===== config.mk =====
export PLATFORM = sky130hd
export DESIGN_NAME = wb_arbiter
export DESIGN_NICKNAME = d
export VERILOG_FILES = /design/src/hdl/fu_pkg.sv /design/src/hdl/wb_arbiter.sv
export VERILOG_INCLUDE_DIRS = /design/src /design/src/hdl
export SDC_FILE = /design/constraint.sdc
export NUM_CORES = 1
export LEC_CHECK = 0
export ABC_AREA = 1
export BUFFER_PORTS_ARGS = -buffer_cell sky130_fd_sc_hd__buf_2
export CORE_AREA = 8 8 80 82
export DETAILED_ROUTE_END_ITERATION = 7
export DIE_AREA = 0 0 88 90
export PLACE_DENSITY = 0.69
export SYNTH_ARGS = -nofsm -noshare
export SYNTH_HDL_FRONTEND = slang
export SYNTH_SLANG_ARGS = --single-unit

===== constraint.sdc =====
create_clock -name vclk -period 1.21
set_clock_uncertainty 0.2 [all_clocks]
set_input_delay 0.242 -clock vclk [all_inputs]
set_output_delay 0.242 -clock vclk [all_outputs]
set_load 0.05 [all_outputs]

===== src/hdl/fu_cfg.svh =====
`ifndef FU_CFG_SVH
`define FU_CFG_SVH

// operand and result width
`define GPR_SIZE 64

// reorder buffer index width
`define ROB_IDX_SIZE 4

// data memory size in bytes
// addresses wrap modulo this size
`define DMEM_BYTES 256

`endif


===== src/hdl/fu_pkg.sv =====
`include "fu_cfg.svh"

package fu_pkg;

  // alu opcodes as issued by the reservation stations
  // codes 10 to 15 are unused and give a zero result
  typedef enum logic [3:0] {
    ALU_OP_PLUS  = 4'd0,
    ALU_OP_MINUS = 4'd1,
    ALU_OP_ORN   = 4'd2,
    ALU_OP_OR    = 4'd3,
    ALU_OP_EOR   = 4'd4,
    ALU_OP_AND   = 4'd5,
    ALU_OP_CSEL  = 4'd6,
    ALU_OP_CSINC = 4'd7,
    ALU_OP_CSINV = 4'd8,
    ALU_OP_CSNEG = 4'd9
  } alu_op_t;

  // condition flags, msb first as in the pstate layout
  typedef struct packed {
    logic n;
    logic z;
    logic c;
    logic v;
  } nzcv_t;

  // alu issue packet
  typedef struct packed {
    alu_op_t                   op;
    logic [`GPR_SIZE-1:0]      val_a;
    logic [`GPR_SIZE-1:0]      val_b;
    logic [`ROB_IDX_SIZE-1:0]  dst_rob_index;
    logic                      set_nzcv;
    nzcv_t                     nzcv;
  } alu_req_t;

  // load/store issue packet, address is base plus offset
  typedef struct packed {
    logic                      is_store;
    logic [`GPR_SIZE-1:0]      base;
    logic [`GPR_SIZE-1:0]      offset;
    logic [`GPR_SIZE-1:0]      store_val;
    logic [`ROB_IDX_SIZE-1:0]  dst_rob_index;
  } ls_req_t;

  // completion packet seen by the reorder buffer
  typedef struct packed {
    logic [`ROB_IDX_SIZE-1:0]  dst_rob_index;
    logic [`GPR_SIZE-1:0]      value;
    logic                      set_nzcv;
    nzcv_t                     nzcv;
  } fu_result_t;

endpackage


===== src/hdl/wb_arbiter.sv =====
`timescale 1ns/1ps

module wb_arbiter (
  input  logic               clk,
  input  logic               arst_n,
  input  logic               alu_done,
  input  fu_pkg::fu_result_t alu_res,
  input  logic               ls_valid,
  input  fu_pkg::fu_result_t ls_res,
  output logic               ls_grant,
  output logic               rob_done,
  output fu_pkg::fu_result_t rob_result
);

  // longest tolerated push-back of a load/store result
  localparam int max_wait = 16;
  // two spare bits so the counter can pass the limit
  localparam int wait_w   = $clog2(max_wait) + 2;

  logic [wait_w-1:0] wait_cnt;

  // alu always wins the single rob port
  assign ls_grant = ls_valid & ~alu_done;
  assign rob_done = alu_done | ls_grant;

  always_comb begin
    if (alu_done) begin
      rob_result = alu_res;
    end else begin
      rob_result = ls_res;
    end
  end

  // cycles a finished ls result has been blocked
  always_ff @(posedge clk or negedge arst_n) begin
    if (!arst_n) begin
      wait_cnt <= '0;
    end else if (ls_valid && !ls_grant) begin
      // saturate
      if (wait_cnt != '1) begin
        wait_cnt <= wait_cnt + 1'b1;
      end
    end else begin
      wait_cnt <= '0;
    end
  end

  // starvation guard against a long alu burst
  ls_not_starved: assert property (
    @(posedge clk) disable iff (!arst_n)
    wait_cnt <= wait_w'(max_wait)
  ) else $error("ls result blocked for more than %0d cycles", max_wait);

endmodule


==> After elaboration in Yosys (flattened, before gate mapping) <==
Index checks and enable logic that the tools add are counted.
{ "totals": {"input_bits": 150, "out_inout_bits": 75, "word_cells": 4, "regBits": 0} }
{ "op_classes": {"n_mux": 1, "bitwise": 3} }
{ "op_table": {"columns": ["cell", "n"], "rows": [
  ["2-to-1 mux 73 bit", 1],
  ["bitwise AND 1 bit", 1],
  ["inverter 1 bit", 1],
  ["bitwise OR 1 bit", 1]
]} }

==> Depth between registers and ports, before layout <==
{ "depth": {"depth_word": 3, "depth_mapped": 5, "ltp_nobuf": 3} }

==> Worst setup path before layout <==
Ideal clock, no wire load.
{ "synth_timing": {"path_kind": "input to output", "start": "input alu_done", "end": "output ls_grant", "required_ns": 0.768, "path_slack_ns": -0.293, "cell_stages": 2, "path_buffers": 1, "arrival_time_ns": 1.061, "path_cell_list": "buf_2 -> nor2_1"} }
{ "synth_between": {"elab_chain_len": 2} }
{ "synth_lines": {"columns": ["item", "line", "text"], "rows": [
  ["from (decl)", "wb_arbiter.sv:6", "input logic alu_done,"],
  ["inverter 1 bit", "wb_arbiter.sv:23", "assign ls_grant = ls_valid & ~alu_done;"],
  ["bitwise AND 1 bit", "wb_arbiter.sv:23", null],
  ["to (decl)", "wb_arbiter.sv:10", "output logic ls_grant,"]
]} }
Every way passes these cells.

==> results.yml <==
layout:
  final_cells: 543
  nNetsFinal: 623
  syn2layout_area_growth_pct: 339
  fin_util: 0.798
  drive_above_1_share: 0.900
  nFillCells: 313
  n_sequential_cell: 0
  fin_area_sq_mm: 0.00418
  clock_buffers: 0
  register_area_sq_um: 0
  antenna_cells: 0
run:
  cap_viol_max_count: 0
yosys:
  synth_nets: 389
  synth.most_common_cell: "nand2_1"
  synth-adder-area-share: 0
  synth.area.mux_share: 0
  synth_top_area_frac: 0.867
  synth_simple_gate_area_share: 0.871
  ys_warn_count: 0
  avgSynthCellArea_sq_um: 3.98
  synthCells: 239
  synthTopCellsByCount: "220 x nand2_1, 12 x buf_4, 2 x buf_2"
  synth-seq-area-share: 0
  yosys.area.top_type: "nand2_1"
  yosys-top-cells-area: "nand2_1 87%, buf_4 9.5%, buf_6 1.2%, buf_2 1.1%, clkbuf_1 0.39%"
  synth_xor_area_frac: 0
  synth_cell_types: 8
  syn_area_sq_um: 952
  synth_compound_area_frac: 0
  synth_top_family_by_area: "simple AND/OR/NAND/NOR gates"
run_status:
  status: "finished with violations"
  violations: "setup timing"
grt:
  grtUsageTotal: 0.214
  grt_pass1_wl_microns: 13700
  antenna_found_initial: 0
  grt_max_degree: 37
  grt_pass1_vias: 2661
  overflow: 0
routing:
  first_pass_iters: 4
  wl_microns: 9850
  viasPerCell: 4.49
  vias: 2437
  post_drt_wl_per_cell_microns: 18.1
  drtIter0Drc: 51
  drtAntennaViolNets: 0
  drc_errors: 0
critical_path:
  critPathArrivalTime_ps: 990
  critPathSlowestCell: "buf_8"
  cp_slowest_stage_delay_ps: 150
  crit_path_start_kind: "primary input"
  crit_required_ps: 770
  crit_path_max_fanout: 8
  endpoint_kind: "primary output"
  path_cells: "buf_12, inv_12, buf_12, buf_16, nand2_2, nand2_2, buf_8"
  worstSetupPathType: "in -> out"
die:
  die_area_sq_mm: 0.00792
  die_w_microns: 88
  initial_utilization: 0.182
  ioPinCount: 225
  die_y_microns: 90
  rows: 27
  core_sq_mm: 0.00524
worst_hold_path:
  hold_path_startpoint: "ls_res[59]"
  whs_path_depth: 4
  hold_path_end: "rob_result[59]"
  hold_class: "in -> out"
timing:
  finalHoldViolCount: 0
  rsz0062_at_grt: "true"
  min_period_ps: 1430
  report.final.slew_viol_count: 0
  worst_pin_slew_ps: 186
  whs_ps: 615
  setup_slack_ps: -222
  fin_tns_setup_ps: -12610
  fmax_ghz: 0.698
  setup_viol: 75
  slew_headroom: 0.876
  period_share: 1.18
power_and_ir_drop:
  peakVddDrop_v: 0.000335
  p_leak_nw: 2.33
  power_density_mw_per_mm2: 589
place:
  place.gp.congestion: 0.798
  placedInstanceArea_sq_mm: 0.00274
  dp_hpwl_microns: 6130
  numPortBuffers: 223
  dp_cells: 532
stage by stage:
stage | total power [W] | setup slack (ps)
floorplan | 0.00121 | -69.7
global placement | 0.00167 | -335
detailed placement | 0.00169 | -347
CTS | 0.00232 | -212
global route | 0.00255 | -240
finish | 0.00246 | -222
worst max-delay path by stage:
| stage | startpoint | end | slack, ps | cells past startpoint |
|---|---|---|---|---|
| after floorplan | alu_done | ls_grant | -70 | 2 |
| after global placement | alu_done | rob_result[22] | -340 | 6 |
| after detailed placement | alu_done | rob_result[32] | -350 | 6 |
| after CTS | alu_done | rob_result[22] | -210 | 6 |
| after global routing | alu_done | rob_result[70] | -240 | 7 |
| final | alu_done | rob_result[70] | -220 | 7 |
layout make-up:
class / count / area (sq um) / share of cell area
timing repair buffer: 248 / 2250 / 0.538
multi-input combinational: 221 / 1820 / 0.435
tap: 72 / 90.1 / 0.0216
inverter: 2 / 20.0 / 0.00479
worst max-delay path: cells and delay by family:
family	cells	cell delay, ps
simple gates	2	140
buf+inv	5	610
layer usage:
metal | share of wire | track usage | wire length (microns) | up-vias
li1 | - | - | - | 1167
met1 | 0.34 | 0.214 | 3350 | 1135
met2 | 0.57 | 0.430 | 5610 | 127
met3 | 0.080 | 0.0491 | 788 | 8
met4 | 0.010 | 0.0244 | 99 | 0
met5 | 0 | 0 | 0 | -
cells in the final DEF, fill, tap and decap left out:
master,instances
buf_12,6
buf_16,6
buf_2,147
buf_4,3
buf_6,28
buf_8,56
clkbuf_16,2
inv_1,1
inv_12,1
nand2_1,46
nand2_2,65
nand2_4,109
nor2_4,1
power by group:
part / switching (W) / internal (W) / total, W
Combinational: 0.00143 / 0.00103 / 0.00246
Sequential: 0 / 0 / 0
Clock: 0 / 0 / 0
Total: 0.00143 / 0.00103 / 0.00246
repair_timing:
action,CTS,global route
gates cloned,6,2
gates resized for setup,326,49
setup buffers,4,0
endpoints found under the setup margin,75,75
pin swaps,6,4
hold buffers,0,0
kinds of logic after synthesis:
group	count (synthesis)
buffers and inverters	18
AND/OR/NAND/NOR	221
Power figures use the tool's default switching activity.
